--- src/rtl/max7219_pkg.sv ---
package max7219_pkg;

    // One command word per device in the chain
    localparam int CMD_WIDTH = 16;

    // MAX7219 register addresses
    typedef enum logic [3:0] {
        REG_NOP       = 4'd0,
        REG_ROW0      = 4'd1,
        REG_ROW1      = 4'd2,
        REG_ROW2      = 4'd3,
        REG_ROW3      = 4'd4,
        REG_ROW4      = 4'd5,
        REG_ROW5      = 4'd6,
        REG_ROW6      = 4'd7,
        REG_ROW7      = 4'd8,
        REG_DECODE    = 4'd9,
        REG_INTENSITY = 4'd10,
        REG_SCAN      = 4'd11,
        REG_SHUTDOWN  = 4'd12,
        REG_TEST      = 4'd15
    } reg_addr_e;

    // Word as shifted out, header first
    typedef struct packed {
        logic [3:0] hdr;
        reg_addr_e  addr;
        logic [7:0] data;
    } cmd_t;

    // Init steps in the order they are sent, then the row and no-op phases
    typedef enum logic [3:0] {
        ST_SHUTDOWN, ST_NORMAL, ST_DECODE, ST_INTENSITY, ST_SCAN,
        ST_TEST_ON, ST_TEST_OFF, ST_ROWS, ST_IDLE
    } seq_state_e;

    // Leftmost and rightmost columns lit
    localparam logic [7:0] PATTERN_INIT = 8'b1000_0001;

    localparam logic [7:0] DATA_SHUT_DOWN   = 8'h00;
    localparam logic [7:0] DATA_SHUT_NORMAL = 8'h01;
    localparam logic [7:0] DATA_SCAN_ALL    = 8'h07;
    localparam logic [7:0] DATA_TEST_ON     = 8'h01;
    localparam logic [7:0] DATA_TEST_OFF    = 8'h00;
    localparam logic [7:0] DATA_DECODE_NONE = 8'h00;

endpackage

--- src/rtl/frame_fifo.sv ---
`timescale 1ns/100ps

module frame_fifo #(
    parameter int WIDTH      = max7219_pkg::CMD_WIDTH,
    parameter int FIFO_DEPTH = 4
) (
    input  logic             i_Clk,
    input  logic             i_rst,
    input  logic             i_wr,
    input  logic [WIDTH-1:0] i_frame,
    output logic             o_full,
    input  logic             i_rd,
    output logic [WIDTH-1:0] o_frame,
    output logic             o_empty
);

    localparam int PTR_W = (FIFO_DEPTH > 1) ? $clog2(FIFO_DEPTH) : 1;
    localparam int CNT_W = $clog2(FIFO_DEPTH + 1);

    logic [WIDTH-1:0] mem [FIFO_DEPTH];
    logic [PTR_W-1:0] wr_ptr;
    logic [PTR_W-1:0] rd_ptr;
    logic [CNT_W-1:0] count;
    logic             do_wr;
    logic             do_rd;

    // Writes when full and reads when empty are dropped
    assign do_wr = i_wr && !o_full;
    assign do_rd = i_rd && !o_empty;

    assign o_frame = mem[rd_ptr];

    always_ff @(posedge i_Clk) begin
        if (do_wr) begin
            mem[wr_ptr] <= i_frame;
        end
    end

    always_ff @(posedge i_Clk) begin
        if (i_rst) begin
            wr_ptr  <= '0;
            rd_ptr  <= '0;
            count   <= '0;
            o_full  <= 1'b0;
            o_empty <= 1'b1;
        end else begin
            if (do_wr) begin
                wr_ptr <= (wr_ptr == PTR_W'(FIFO_DEPTH - 1)) ? '0 : wr_ptr + 1'b1;
            end
            if (do_rd) begin
                rd_ptr <= (rd_ptr == PTR_W'(FIFO_DEPTH - 1)) ? '0 : rd_ptr + 1'b1;
            end
            case ({do_wr, do_rd})
                2'b10: begin
                    count   <= count + 1'b1;
                    o_empty <= 1'b0;
                    o_full  <= (count == CNT_W'(FIFO_DEPTH - 1));
                end
                2'b01: begin
                    count   <= count - 1'b1;
                    o_full  <= 1'b0;
                    o_empty <= (count == CNT_W'(1));
                end
                default: ;
            endcase
        end
    end

endmodule

--- src/rtl/spi_serializer.sv ---
`timescale 1ns/100ps

module spi_serializer #(
    parameter int WIDTH      = max7219_pkg::CMD_WIDTH,
    parameter int SPI_CYCLES = 2
) (
    input  logic             i_Clk,
    input  logic             i_rst,
    input  logic             i_empty,
    input  logic [WIDTH-1:0] i_frame,
    output logic             o_rd,
    output logic             o_spi_load,
    output logic             o_spi_clk,
    output logic             o_spi_din
);

    localparam int HALF_W = (SPI_CYCLES > 1) ? $clog2(SPI_CYCLES) : 1;
    localparam int BIT_W  = $clog2(WIDTH);

    typedef enum logic [1:0] {
        S_IDLE,
        S_SHIFT,
        S_HOLD
    } ser_state_e;

    ser_state_e        state;
    logic [WIDTH-1:0]  shreg;
    logic [HALF_W-1:0] half_cnt;
    logic [BIT_W-1:0]  bit_cnt;
    logic              half_done;

    // Pop straight from the FIFO head while nothing is in flight
    assign o_rd      = (state == S_IDLE) && !i_empty;
    assign half_done = (half_cnt == HALF_W'(SPI_CYCLES - 1));

    always_ff @(posedge i_Clk) begin
        if (i_rst) begin
            state      <= S_IDLE;
            half_cnt   <= '0;
            bit_cnt    <= '0;
            o_spi_load <= 1'b1;
            o_spi_clk  <= 1'b0;
            o_spi_din  <= 1'b0;
        end else begin
            case (state)
                S_IDLE: begin
                    if (o_rd) begin
                        state      <= S_SHIFT;
                        half_cnt   <= '0;
                        bit_cnt    <= '0;
                        o_spi_load <= 1'b0;
                        o_spi_din  <= i_frame[WIDTH-1];
                    end
                end
                S_SHIFT: begin
                    half_cnt <= half_done ? '0 : half_cnt + 1'b1;
                    if (half_done) begin
                        o_spi_clk <= !o_spi_clk;
                        // Falling edge ends a bit
                        if (o_spi_clk) begin
                            if (bit_cnt == BIT_W'(WIDTH - 1)) begin
                                state      <= S_HOLD;
                                o_spi_load <= 1'b1;
                                o_spi_din  <= 1'b0;
                            end else begin
                                bit_cnt   <= bit_cnt + 1'b1;
                                o_spi_din <= shreg[WIDTH-2];
                            end
                        end
                    end
                end
                default: begin
                    // Load stays high for a half period before the next frame
                    half_cnt <= half_done ? '0 : half_cnt + 1'b1;
                    if (half_done) begin
                        state <= S_IDLE;
                    end
                end
            endcase
        end
    end

    always_ff @(posedge i_Clk) begin
        if (o_rd) begin
            shreg <= i_frame;
        end else if (state == S_SHIFT && half_done && o_spi_clk) begin
            shreg <= {shreg[WIDTH-2:0], 1'b0};
        end
    end

endmodule

--- src/rtl/max7219_sequencer.sv ---
`timescale 1ns/100ps

module max7219_sequencer #(
    parameter int N_DEVICES   = 2,
    parameter int IDLE_FRAMES = 3,
    parameter int INTENSITY   = 15
) (
    input  logic                                        i_Clk,
    input  logic                                        i_rst,
    input  logic                                        i_full,
    output logic                                        o_wr,
    output logic [N_DEVICES*max7219_pkg::CMD_WIDTH-1:0] o_frame
);

    localparam int CMD_W  = max7219_pkg::CMD_WIDTH;
    localparam int IDLE_W = (IDLE_FRAMES > 1) ? $clog2(IDLE_FRAMES) : 1;

    max7219_pkg::seq_state_e    state;
    logic [2:0]                 row;
    logic [IDLE_W-1:0]          idle_cnt;
    logic [7:0]                 pattern1;
    logic [7:0]                 pattern2;
    max7219_pkg::cmd_t          base_cmd;
    max7219_pkg::cmd_t          slot_cmd;
    logic [N_DEVICES*CMD_W-1:0] frame_next;

    // Word for the current step, as seen by even chain positions
    always_comb begin
        base_cmd = '0;
        case (state)
            max7219_pkg::ST_SHUTDOWN: begin
                base_cmd.addr = max7219_pkg::REG_SHUTDOWN;
                base_cmd.data = max7219_pkg::DATA_SHUT_DOWN;
            end
            max7219_pkg::ST_NORMAL: begin
                base_cmd.addr = max7219_pkg::REG_SHUTDOWN;
                base_cmd.data = max7219_pkg::DATA_SHUT_NORMAL;
            end
            max7219_pkg::ST_DECODE: begin
                base_cmd.addr = max7219_pkg::REG_DECODE;
                base_cmd.data = max7219_pkg::DATA_DECODE_NONE;
            end
            max7219_pkg::ST_INTENSITY: begin
                base_cmd.addr = max7219_pkg::REG_INTENSITY;
                base_cmd.data = {4'h0, 4'(INTENSITY)};
            end
            max7219_pkg::ST_SCAN: begin
                base_cmd.addr = max7219_pkg::REG_SCAN;
                base_cmd.data = max7219_pkg::DATA_SCAN_ALL;
            end
            max7219_pkg::ST_TEST_ON: begin
                base_cmd.addr = max7219_pkg::REG_TEST;
                base_cmd.data = max7219_pkg::DATA_TEST_ON;
            end
            max7219_pkg::ST_TEST_OFF: begin
                base_cmd.addr = max7219_pkg::REG_TEST;
                base_cmd.data = max7219_pkg::DATA_TEST_OFF;
            end
            max7219_pkg::ST_ROWS: begin
                base_cmd.addr = max7219_pkg::reg_addr_e'(4'(max7219_pkg::REG_ROW0) + {1'b0, row});
                base_cmd.data = pattern1;
            end
            default: begin
                base_cmd.addr = max7219_pkg::REG_NOP;
                base_cmd.data = 8'h00;
            end
        endcase
    end

    // Chain position 0 sits in the top word so it leaves first
    always_comb begin
        for (int i = 0; i < N_DEVICES; i++) begin
            slot_cmd = base_cmd;
            if (state == max7219_pkg::ST_ROWS && (i % 2) == 1) begin
                slot_cmd.data = pattern2;
            end
            frame_next[(N_DEVICES-1-i)*CMD_W +: CMD_W] = slot_cmd;
        end
    end

    always_ff @(posedge i_Clk) begin
        if (i_rst) begin
            state    <= max7219_pkg::ST_SHUTDOWN;
            row      <= '0;
            idle_cnt <= '0;
            pattern1 <= max7219_pkg::PATTERN_INIT;
            pattern2 <= max7219_pkg::PATTERN_INIT;
            o_wr     <= 1'b0;
        end else if (o_wr) begin
            // Gap cycle lets the registered full flag catch up
            o_wr <= 1'b0;
        end else if (!i_full) begin
            o_wr <= 1'b1;
            case (state)
                max7219_pkg::ST_ROWS: begin
                    pattern1 <= {pattern1[6:0], pattern1[7]};
                    pattern2 <= {pattern2[0], pattern2[7:1]};
                    row      <= row + 3'd1;
                    if (row == 3'd7) begin
                        idle_cnt <= '0;
                        state    <= max7219_pkg::ST_IDLE;
                    end
                end
                max7219_pkg::ST_IDLE: begin
                    if (idle_cnt == IDLE_W'(IDLE_FRAMES - 1)) begin
                        // Extra step between passes
                        pattern1 <= {pattern1[6:0], pattern1[7]};
                        pattern2 <= {pattern2[0], pattern2[7:1]};
                        state    <= max7219_pkg::ST_ROWS;
                    end else begin
                        idle_cnt <= idle_cnt + 1'b1;
                    end
                end
                default: begin
                    state <= max7219_pkg::seq_state_e'(state + 4'd1);
                end
            endcase
        end
    end

    always_ff @(posedge i_Clk) begin
        if (!o_wr && !i_full) begin
            o_frame <= frame_next;
        end
    end

endmodule

--- src/rtl/max7219_top.sv ---
`timescale 1ns/100ps

module max7219_top #(
    parameter int N_DEVICES   = 2,
    parameter int SPI_CYCLES  = 2,
    parameter int FIFO_DEPTH  = 4,
    parameter int IDLE_FRAMES = 3,
    parameter int INTENSITY   = 15
) (
    input  logic i_Clk,
    input  logic i_rst,
    output logic o_spi_load,
    output logic o_spi_clk,
    output logic o_spi_din
);

    localparam int FRAME_W = N_DEVICES * max7219_pkg::CMD_WIDTH;

    logic               seq_wr;
    logic [FRAME_W-1:0] seq_frame;
    logic               fifo_full;
    logic               fifo_empty;
    logic [FRAME_W-1:0] fifo_frame;
    logic               ser_rd;

    max7219_sequencer #(
        .N_DEVICES   (N_DEVICES),
        .IDLE_FRAMES (IDLE_FRAMES),
        .INTENSITY   (INTENSITY)
    ) u_sequencer (
        .i_Clk   (i_Clk),
        .i_rst   (i_rst),
        .i_full  (fifo_full),
        .o_wr    (seq_wr),
        .o_frame (seq_frame)
    );

    frame_fifo #(
        .WIDTH      (FRAME_W),
        .FIFO_DEPTH (FIFO_DEPTH)
    ) u_fifo (
        .i_Clk   (i_Clk),
        .i_rst   (i_rst),
        .i_wr    (seq_wr),
        .i_frame (seq_frame),
        .o_full  (fifo_full),
        .i_rd    (ser_rd),
        .o_frame (fifo_frame),
        .o_empty (fifo_empty)
    );

    spi_serializer #(
        .WIDTH      (FRAME_W),
        .SPI_CYCLES (SPI_CYCLES)
    ) u_serializer (
        .i_Clk      (i_Clk),
        .i_rst      (i_rst),
        .i_empty    (fifo_empty),
        .i_frame    (fifo_frame),
        .o_rd       (ser_rd),
        .o_spi_load (o_spi_load),
        .o_spi_clk  (o_spi_clk),
        .o_spi_din  (o_spi_din)
    );

endmodule

--- config.mk ---
export PLATFORM = sky130hd
export DESIGN_NAME = max7219_top
export DESIGN_NICKNAME = d
export VERILOG_FILES = /design/src/rtl/max7219_pkg.sv /design/src/rtl/frame_fifo.sv /design/src/rtl/spi_serializer.sv /design/src/rtl/max7219_sequencer.sv /design/src/rtl/max7219_top.sv
export SDC_FILE = /design/constraint.sdc
export NUM_CORES = 1
export LEC_CHECK = 0
export ABC_AREA = 1
export BUFFER_PORTS_ARGS = -buffer_cell sky130_fd_sc_hd__buf_2
export CAP_MARGIN = 0
export CORE_UTILIZATION = 37
export CTS_CLUSTER_DIAMETER = 80
export DETAILED_ROUTE_END_ITERATION = 6
export MAX_ROUTING_LAYER = met4
export PLACE_DENSITY = 0.57
export SETUP_SLACK_MARGIN = 0.3
export SYNTH_ARGS = -nofsm -noshare
export SYNTH_HDL_FRONTEND = slang
export SYNTH_SLANG_ARGS = --single-unit
export TNS_END_PERCENT = 50
--- constraint.sdc ---
create_clock -name i_Clk -period 2.05 [get_ports i_Clk]
set_clock_uncertainty 0.1 [all_clocks]
set_input_delay 0.41 -clock i_Clk [delete_from_list [all_inputs] [get_ports i_Clk]]
set_output_delay 0.41 -clock i_Clk [all_outputs]
set_load 0.01 [all_outputs]
==> results of run 1 <==
## through the flow
step                      util, %  worst slack [ps]  hold slack (ps)
final                       43.51             297.9            342.5
after global routing        43.51             189.2            374.2
after CTS                   42.98             308.6            355.1
after detailed placement    39.93             165.4            358.7
after global placement      39.93             263.0            348.4
after floorplan                 -             33.27            351.0
## synth_stat cells, types with 3 or more instances
library cell,count,area [sq um]
inv_2,4,15.01
nand3_4,3,52.55
nand4_1,6,37.54
inv_1,50,187.7
o22ai_1,4,25.02
nand3_1,12,60.06
dfxtp_1,48,960.9
clkbuf_1,15,56.30
edfxtp_1,131,3934
o21ai_0,55,275.3
a21oi_1,28,140.1
ha_1,19,237.7
a31oi_1,15,93.84
a21oi_2,6,52.55
nand2_1,122,457.9
nand2_2,8,50.05
buf_2,9,45.04
nor2_1,139,521.8
## power groups by stage
| stage | registers, mW | clock network [mW] | logic [mW] |
|---|---|---|---|
| 2_1_floorplan | 4.95 | 0 | 1.59 |
| 3_3_place_gp | 5.01 | 0 | 2.07 |
| 3_5_place_dp | 5.04 | 0 | 2.16 |
| 4_1_cts | 4.97 | 3.12 | 2.19 |
| 5_1_grt | 5.05 | 3.25 | 2.59 |
| 6_report | 4.99 | 3.05 | 2.27 |
## routing by layer
metal / wire length (um) / global-route usage (%) / part of all wire [%] / up-vias
li1: - / - / - / 2374
met1: 6064 / 17.15 / 44 / 2268
met2: 6947 / 24.98 / 50 / 84
met3: 609 / 3.421 / 4.4 / 21
met4: 228 / 6.831 / 1.6 / 0
met5: 0 / - / 0 / -
## registers in the layout, indices dropped and copies added, names as in the netlist, 2 cells and up, named ones only
register and flops:
u_sequencer.pattern1 8, u_sequencer.idle_cnt 2, u_fifo.mem 80, u_sequencer.pattern2 8, u_sequencer.o_frame 20, u_fifo.count 3
u_serializer.bit_cnt 5, u_fifo.wr_ptr 2, u_serializer.state 2, u_serializer.shreg 31, u_sequencer.state 4, u_sequencer.row 3
u_fifo.rd_ptr 2
## worst min-delay path, delay by kind of cell
kind | cells | cell delay (ps)
buf+inv | 2 | 280
compound gates | 1 | 130
## how the worst min path moves through the flow
stage	cells after the start	slack [ps]	endpoint
finish	3	340	u_fifo.o_empty
global route	3	370	u_sequencer.o_wr
CTS	3	360	u_fifo.o_empty
detailed placement	2	360	u_serializer.o_spi_load
global placement	2	350	u_serializer.o_spi_load
floorplan	2	350	u_sequencer.pattern1[0]
## cell type report
type | instances | area (sq um)
Clock inverter | 10 | 72.57
Sequential cell | 179 | 4901
Fill cell | 1815 | 11030
Tap cell | 265 | 331.6
Clock buffer | 22 | 496.7
Inverter | 56 | 216.5
Timing Repair Buffer | 25 | 269.0
Timing Repair inverter | 1 | 5.005
Multi-Input combinational cell | 432 | 2203
## cell families (layout without fill, tap and decap cells)
| group | Yosys count | count (layout) | synth area share (%) |
|---|---|---|---|
| simple gates | 296 | 297 | 16.73 |
| flops | 179 | 179 | 66.32 |
| compound gates | 114 | 114 | 8.628 |
| buf+inv | 84 | 114 | 4.865 |
| fa+ha+maj | 19 | 19 | 3.221 |
| xor+xnor | 2 | 2 | 0.2374 |
## what timing repair did
action / in CTS / in global routing
endpoints found under the setup margin: 28 / 45
endpoints found under the hold margin: 0 / 0
resized for setup: 6 / 19
pin swaps: 2 / 4
cloned: 1 / 1
buffers inserted: 0 / 3
==> reports/qor.yml, run 1 <==
timing:
  fin_setup_tns_ps: 0
  setup_viol_count_final: 0
  report.final.slew_viol_count: 0
  slew_headroom_pct: 68.30
  rsz0062_at_grt: "yes"
  worst_slew_pin_slew_ps: 475.1
  period_minus_slack_ps: 1752
  max_freq_ghz: 0.5707
  finalCritPeriodShare_pct: 85.47
  finalHoldViolCount: 0
cells_and_area:
  nets: 733
  mostFrequentLayoutCells: "135 x nor2_1, 131 x edfxtp_1, 120 x nand2_1"
  final_area_sq_mm: 0.008496
  layout_commonest_cell: "nor2_1"
  layout-drive-gt1-share_pct: 13.93
  final-instance-count-excl-fill: 990
  antennaDiodeCount: 0
  syn2layout_area_growth_pct: 15.10
power_and_ir_drop:
  total_power_mw: 10.31
  ir_worst_vdd_v: 0.0006387
  p_sw_share_pct: 30.05
  p_switching_mw: 3.099
  power.density_mw_per_mm2: 1214
  p_clk_share_pct: 29.6
  intPower_mw: 7.213
  p_leak_nw: 3.190
  power_frac_seq_pct: 48.4
  power_frac_comb_pct: 22.0
clocking:
  cts_buffers: 17
  clock_latency_ps: 430
  path_clk_slew_ps: 70
  cts_buffer_depth: 2
  htree_levels: 4
  hold_buffers: 0
  cts_sinks: 179
  root_buffer: "clkbuf_16"
  cts_tree: "yes"
route:
  drcViolationCount: 0
  drtIter0Drc: 280
  vias: 4747
  finalWirelength_um: 13850
  detail-route-antenna-nets: 0
  dr.pass1.iters: 4
  drt-vias-per-instance: 4.795
  wire_per_inst_um: 13.99
worst_setup_path:
  cp-end-kind: "register"
  path_depth: 5
  path_max_fanout: 11
  cp.required_ps: 2140
  crit_path_top_delay_cell: "dfxtp_1"
  critPathBufInv: 1
  crit_type: "register to register"
  crit_path_end: "u_serializer.shreg[11]"
  reg2reg_to: "u_serializer.shreg[11]"
  cp_common_cell: "nand2_1"
  crit_family: "flip-flops"
  crit_arrival_ps: 1840
  cp-start-kind: "register"
  crit_chain: "clkinvlp_2 > nor2_1 > o22ai_1 > nand2_1 > nand2_1"
  slowest_delay_ps: 480
  r2r_slack_ps: 300
  r2r_cells: 5
synthesis:
  synth_nets: 715
  yosysUniqueCellTypes: 33
  synthArstFlopShare_pct: 0
  synth_area_sq_mm: 0.007381
  syn_inst: 694
  synth_seq_cells: 179
  yosys_warnings: 0
  syn_area_per_cell_sq_um: 10.64
  synth_enable_flop_cells: 131
  synth_flop_cell: "edfxtp_1"
  yosysSeqAreaShare_pct: 66.32
placed_design:
  portBuffers: 4
  place_hpwl_um: 8516
  dp_cells: 953
  place_area_sq_mm: 0.007796
  place_congestion: 0.8194
global_route:
  overflow: 0
  grt_max_degree: 45
  grt_antenna_before_repair: 0
  grt_pass1_wl_um: 22480
  grt_usage_pct: 14.97
  grt_pass1_vias: 4641
floorplanning:
  num_rows: 51
  coreArea_sq_mm: 0.01953
  fp.dieH_um: 143.2
  die-width_um: 143.2
  die-area_sq_mm: 0.02052
  start_util_pct: 37.80
  ios: 5
worst_hold_path:
  min_from: "i_rst"
  hp-class: "input pin to register"
outcome:
  status: "complete, no violations"
job:
  max-cap-violations: 0
(Power assumes the default switching activity.)
==> run 2, diff against run 1 <==
- clock period: 2.05 -> 1.5 ns (I/O delays scaled with it)
==> reports/qor.yml, run 2 (same netlist as run 1, synthesis figures left out) <==
global_route:
  overflow: 0
  grt_max_degree: 34
  grt_pass1_wl_um: 27060
  grt_usage_pct: 18.24
  grt_antenna_before_repair: 0
  grt_pass1_vias: 5155
timing:
  max_freq_ghz: 0.6434
  timing.hold.ws_ps: 169.9
  finalHoldViolCount: 0
  finalCritPeriodShare_pct: 103.6
  worst_slew_pin_slew_ps: 345.8
  slew_headroom_pct: 76.70
  period_minus_slack_ps: 1554
  rsz0062_at_grt: "yes"
  fin_setup_tns_ps: -305.8
  report.final.slew_viol_count: 0
  setup_ws_ps: -54.27
  setup_viol_count_final: 12
power_and_ir_drop:
  power_frac_seq_pct: 38.2
  p_switching_mw: 5.789
  power_frac_comb_pct: 35.8
  p_sw_share_pct: 31.67
  ir_worst_vdd_v: 0.0009330
  total_power_mw: 18.28
  p_clk_share_pct: 26.0
  power.density_mw_per_mm2: 1718
  p_leak_nw: 3.977
  intPower_mw: 12.49
worst_setup_path:
  r2r_slack_ps: -50
  cp-start-kind: "register"
  r2r_cells: 9
  cp-end-kind: "register"
  crit_type: "register to register"
  path_max_fanout: 5
  crit_arrival_ps: 1650
  cp.required_ps: 1590
  reg2reg_from: "u_sequencer.state[0]"
  reg2reg_to: "u_sequencer.o_frame[18]"
job:
  max-cap-violations: 0
clocking:
  root_buffer: "clkbuf_16"
  clock_latency_ps: 430
  cts_sinks: 179
  cts_buffers: 17
  hold_buffers: 0
  htree_levels: 4
  cts_tree: "yes"
  cts_buffer_depth: 2
  path_clk_slew_ps: 60
cells_and_area:
  mostFrequentLayoutCells: "131 x edfxtp_1, 86 x nor2_1, 85 x nand2_1"
  layout-drive-gt1-share_pct: 41.75
  nets: 808
  antennaDiodeCount: 0
  syn2layout_area_growth_pct: 44.18
  final-instance-count-excl-fill: 1065
  multi_input_area_sq_mm: 0.003035
  top_register: "u_fifo.mem"
  largest_register_ffs: 80
  fill_cells: 1592
  top_regs: "u_fifo.mem (80), u_serializer.shreg (31), u_sequencer.o_frame (20)"
  regArea_sq_mm: 0.004932
  layout_commonest_cell: "edfxtp_1"
placed_design:
  place_hpwl_um: 9039
  dp_cells: 977
  portBuffers: 4
  place_congestion: 0.7702
worst_hold_path:
  holdPathStages: 3
  min_from: "i_rst"
  hp-class: "input pin to register"
  min_to: "u_serializer.state[1]"
floorplanning:
  ios: 5
  die-area_sq_mm: 0.02052
  num_rows: 51
  coreArea_sq_mm: 0.01953
  start_util_pct: 37.80
  fp.dieH_um: 143.2
  die-width_um: 143.2
route:
  wl_met2_um: 9299
  detail-route-antenna-nets: 0
  drcViolationCount: 0
  wl_met3_um: 719
  drt-vias-per-instance: 4.962
  finalWirelength_um: 17720
  wire_per_inst_um: 16.63
  wl_met1_um: 7367
  dr.pass1.iters: 4
  drtIter0Drc: 314
  top_layer: "met4"
  vias: 5284
outcome:
  status: "finished with violations"
  violations: "negative setup slack"
## run 2: final cells by class
class | count | share of cell area (%)
timing repair buffer | 101 | 13.47
clock inverter | 9 | 1.011
multi-input combinational | 432 | 28.52
clock buffer | 23 | 5.103
inverter | 56 | 2.422
tap | 265 | 3.116
sequential | 179 | 46.35
## run 2: worst max-delay path, stage by stage, from the launching register on
cell     delay [ps]
dfxtp_4         380
inv_4            40
ha_4            170
buf_4           130
buf_6           110
nand2_2          70
nand2_2          60
inv_2            70
nand2_2          60
buf_4           120
## run 2: metrics by stage
stage / area, sq um / setup slack, ps / util (%)
after detailed placement: 8148 / -146.6 / 41.73
after floorplan: 7508 / -39.12 / -
after global routing: 10640 / -134.0 / 54.50
after CTS: 9897 / -44.16 / 50.69
final: 10640 / -54.27 / 54.50
after global placement: 8148 / -81.07 / 41.73
## run 2: worst max path at each step
stage                             from                 endpoint  slack [ps]  cells after the start
2_1_floorplan            u_fifo.o_full  u_sequencer.pattern2[1]         -40                      6
3_3_place_gp      u_sequencer.state[0]  u_sequencer.pattern1[2]         -80                      9
3_5_place_dp      u_sequencer.state[0]  u_sequencer.pattern1[2]        -150                      9
4_1_cts        u_serializer.bit_cnt[1]  u_serializer.bit_cnt[1]         -40                     10
5_1_grt           u_sequencer.state[1]  u_sequencer.pattern2[4]        -130                      9
6_report          u_sequencer.state[0]  u_sequencer.o_frame[18]         -50                      9
## run 2: layer usage
layer | vias to the layer above | GRT usage [%]
met5 | - | -
met4 | 0 | 5.767
met3 | 26 | 3.521
met2 | 118 | 31.73
met1 | 2598 | 21.19
li1 | 2542 | -
## run 2: power groups by stage
stage	Combinational [mW]	Sequential, mW	Clock (mW)
finish	6.54	6.98	4.76
global route	6.98	7.07	5.03
CTS	5.33	6.89	4.82
detailed placement	3.43	6.93	0
global placement	3.29	6.88	0
floorplan	2.33	6.77	0
## run 2: timing repair
action,in CTS,in global routing
buffers inserted,26,11
pin swaps,58,58
resized for setup,162,153
endpoints found under the setup margin,229,232
gates cloned,15,4
==> run 3, diff against run 2 <==
- ABC_AREA: 1 -> not set
==> reports/qor.yml, run 3 <==
synthesis:
  synth_top_family_by_area: "simple AND/OR/NAND/NOR gates"
  synthArstFlopShare_pct: 0
  syn_inst: 539
  synthTopCellsByArea: "edfxtp_1 53%, dfxtp_1 13%, mux4_2 6.1%"
  synth_seq_cells: 179
  synth_enable_flop_cells: 131
  synth.mux.area_fraction_pct: 9.234
  synth_xor_area_share_pct: 0.3558
  synth_common_cells: "131 x edfxtp_1, 100 x nand2_1, 48 x dfxtp_1, 24 x nor2_1, 22 x mux2i_1"
  yosysMostFrequentCell: "edfxtp_1"
  synth_flop_cell: "edfxtp_1"
  synthAdderAreaFrac_pct: 3.219
  synth_nets: 560
  yosys.area_share.simple_pct: 12.64
  yosysTopAreaCell: "edfxtp_1"
  yosys_warnings: 0
  synth_top_area_share_pct: 53.27
  syn_area_per_cell_sq_um: 13.70
  synth_area_sq_mm: 0.007385
  synth-compound-area-share_pct: 5.405
  yosysSeqAreaShare_pct: 66.28
  yosysUniqueCellTypes: 60
timing:
  setup_ws_ps: -229.7
  rsz0062_at_grt: "yes"
  setup_viol_count_final: 120
  slew_headroom_pct: 83.02
  worst_slew_pin_slew_ps: 254.0
  report.final.slew_viol_count: 0
  finalHoldViolCount: 0
  max_freq_ghz: 0.5781
  finalCritPeriodShare_pct: 115.3
  period_minus_slack_ps: 1730
clocking:
  cts_sinks: 179
  cts_buffer_depth: 2
  clock_latency_ps: 430
  path_clk_slew_ps: 60
  hold_buffers: 0
  root_buffer: "clkbuf_16"
  cts_tree: "yes"
  cts_buffers: 17
  htree_levels: 4
worst_setup_path:
  path_max_fanout: 3
  cp-end-kind: "register"
  cp.required_ps: 1750
  crit_arrival_ps: 1980
  cp-start-kind: "register"
  crit_type: "register to register"
power_and_ir_drop:
  ir_worst_vdd_v: 0.0008165
  power.density_mw_per_mm2: 1437
  p_leak_nw: 3.813
cells_and_area:
  largest_register_ffs: 80
  layout_commonest_cell: "edfxtp_1"
  mostFrequentLayoutCells: "131 x edfxtp_1, 74 x nand2_1, 50 x buf_4"
  syn2layout_area_growth_pct: 38.80
  final-instance-count-excl-fill: 918
  layout-drive-gt1-share_pct: 43.95
  nets: 661
  top_register: "u_fifo.mem"
  top_regs: "u_fifo.mem (80), u_serializer.shreg (31), u_sequencer.o_frame (20)"
  antennaDiodeCount: 0
floorplanning:
  fp.dieH_um: 143.3
  num_rows: 51
  ios: 5
  coreArea_sq_mm: 0.01953
  die-width_um: 143.3
  die-area_sq_mm: 0.02053
  start_util_pct: 37.82
global_route:
  grt_pass1_vias: 4651
  grt_antenna_before_repair: 0
  grt_usage_pct: 16.72
  overflow: 0
  grt_max_degree: 23
  grt_pass1_wl_um: 24610
route:
  drtIter0Drc: 255
  drcViolationCount: 0
  dr.pass1.iters: 4
  wire_per_inst_um: 17.62
  detail-route-antenna-nets: 0
  vias: 4574
  finalWirelength_um: 16180
  drt-vias-per-instance: 4.983
placed_design:
  portBuffers: 4
  pre_cts_slack_ps: -308.8
  dp_cells: 841
  place_hpwl_um: 9102
  place_congestion: 0.8214
worst_hold_path:
  hp-class: "input pin to register"
outcome:
  violations: "negative setup slack"
  status: "finished with violations"
job:
  max-cap-violations: 0
## run 3: cell count changes after synthesis, moves of 14 or more
cell     delta
and2_1     +20
mux4_2     +20
mux2i_1    +22
a31oi_1    -14
nand2_1    -22
inv_1      -35
nor2_1    -115
o21ai_0    -48
## run 3: cell type report
cell class | instances | area (sq um)
clock buffer | 20 | 436.7
clock inverter | 12 | 161.4
fill | 1644 | 9276
inverter | 17 | 76.32
timing repair buffer | 112 | 1461
sequential | 179 | 4923
tap | 265 | 331.6
multi-input combinational | 313 | 2859
## run 3: cells by family (layout without fill, tap and decap cells)
kind of cell	count (synthesis)	in the layout
fa+ha+maj	19	19
xor+xnor	3	3
mux	43	43
simple gates	189	189
flops	179	179
buf+inv	47	161
compound gates	59	59
## run 3: report_power, final
| part | switching, mW | internal (mW) | total (mW) |
|---|---|---|---|
| clock | 1.76 | 2.76 | 4.53 |
| sequential | 0.359 | 6.11 | 6.47 |
| combinational | 1.71 | 2.03 | 3.74 |
## run 3: final timing paths
kind | start | to | slack [ps] | cells past startpoint
setup reg to reg | u_serializer.bit_cnt[1] | u_serializer.bit_cnt[4] | -230 | 7
hold / removal | i_rst | u_serializer.state[1] | 50 | 2
hold reg to reg | u_serializer.o_spi_din | u_serializer.o_spi_din | 370 | 2
setup / recovery | u_serializer.bit_cnt[1] | u_serializer.bit_cnt[4] | -230 | 7
## run 3: metal layers
layer | vias up | GRT usage, % | share of wire, %
li1 | 2175 | - | -
met1 | 2313 | 20.34 | 45
met2 | 64 | 27.42 | 51
met3 | 22 | 3.655 | 2.8
met4 | 0 | 5.991 | 1.7
met5 | - | - | 0
## run 3: stage by stage
stage	hold WS (ps)	area, sq um	total power [mW]	TNS (ps)	utilization, %
after global routing	40.74	10250	15.33	-14080	52.49
after global placement	351.3	8310	8.772	-8472	42.56
after detailed placement	362.4	8310	8.873	-11370	42.56
final	49.68	10250	14.73	-9608	52.49
after floorplan	338.5	7482	7.992	-17510	-
after CTS	39.32	9789	14.27	-8240	50.13
## run 3: timing repair
action | 4_1_cts | 5_1_grt
gates resized for setup | 122 | 64
pin swaps | 56 | 45
setup endpoints to repair | 230 | 231
cloned | 9 | 6
buffers inserted | 20 | 10
## run 3: worst max-delay path, stage by stage, from the launching register on
cell      delay [ps]
dfxtp_2          340
ha_4             160
and3_4           180
ha_4             160
nand4b_1         200
a21oi_1          150
buf_4            150
mux2i_2          210
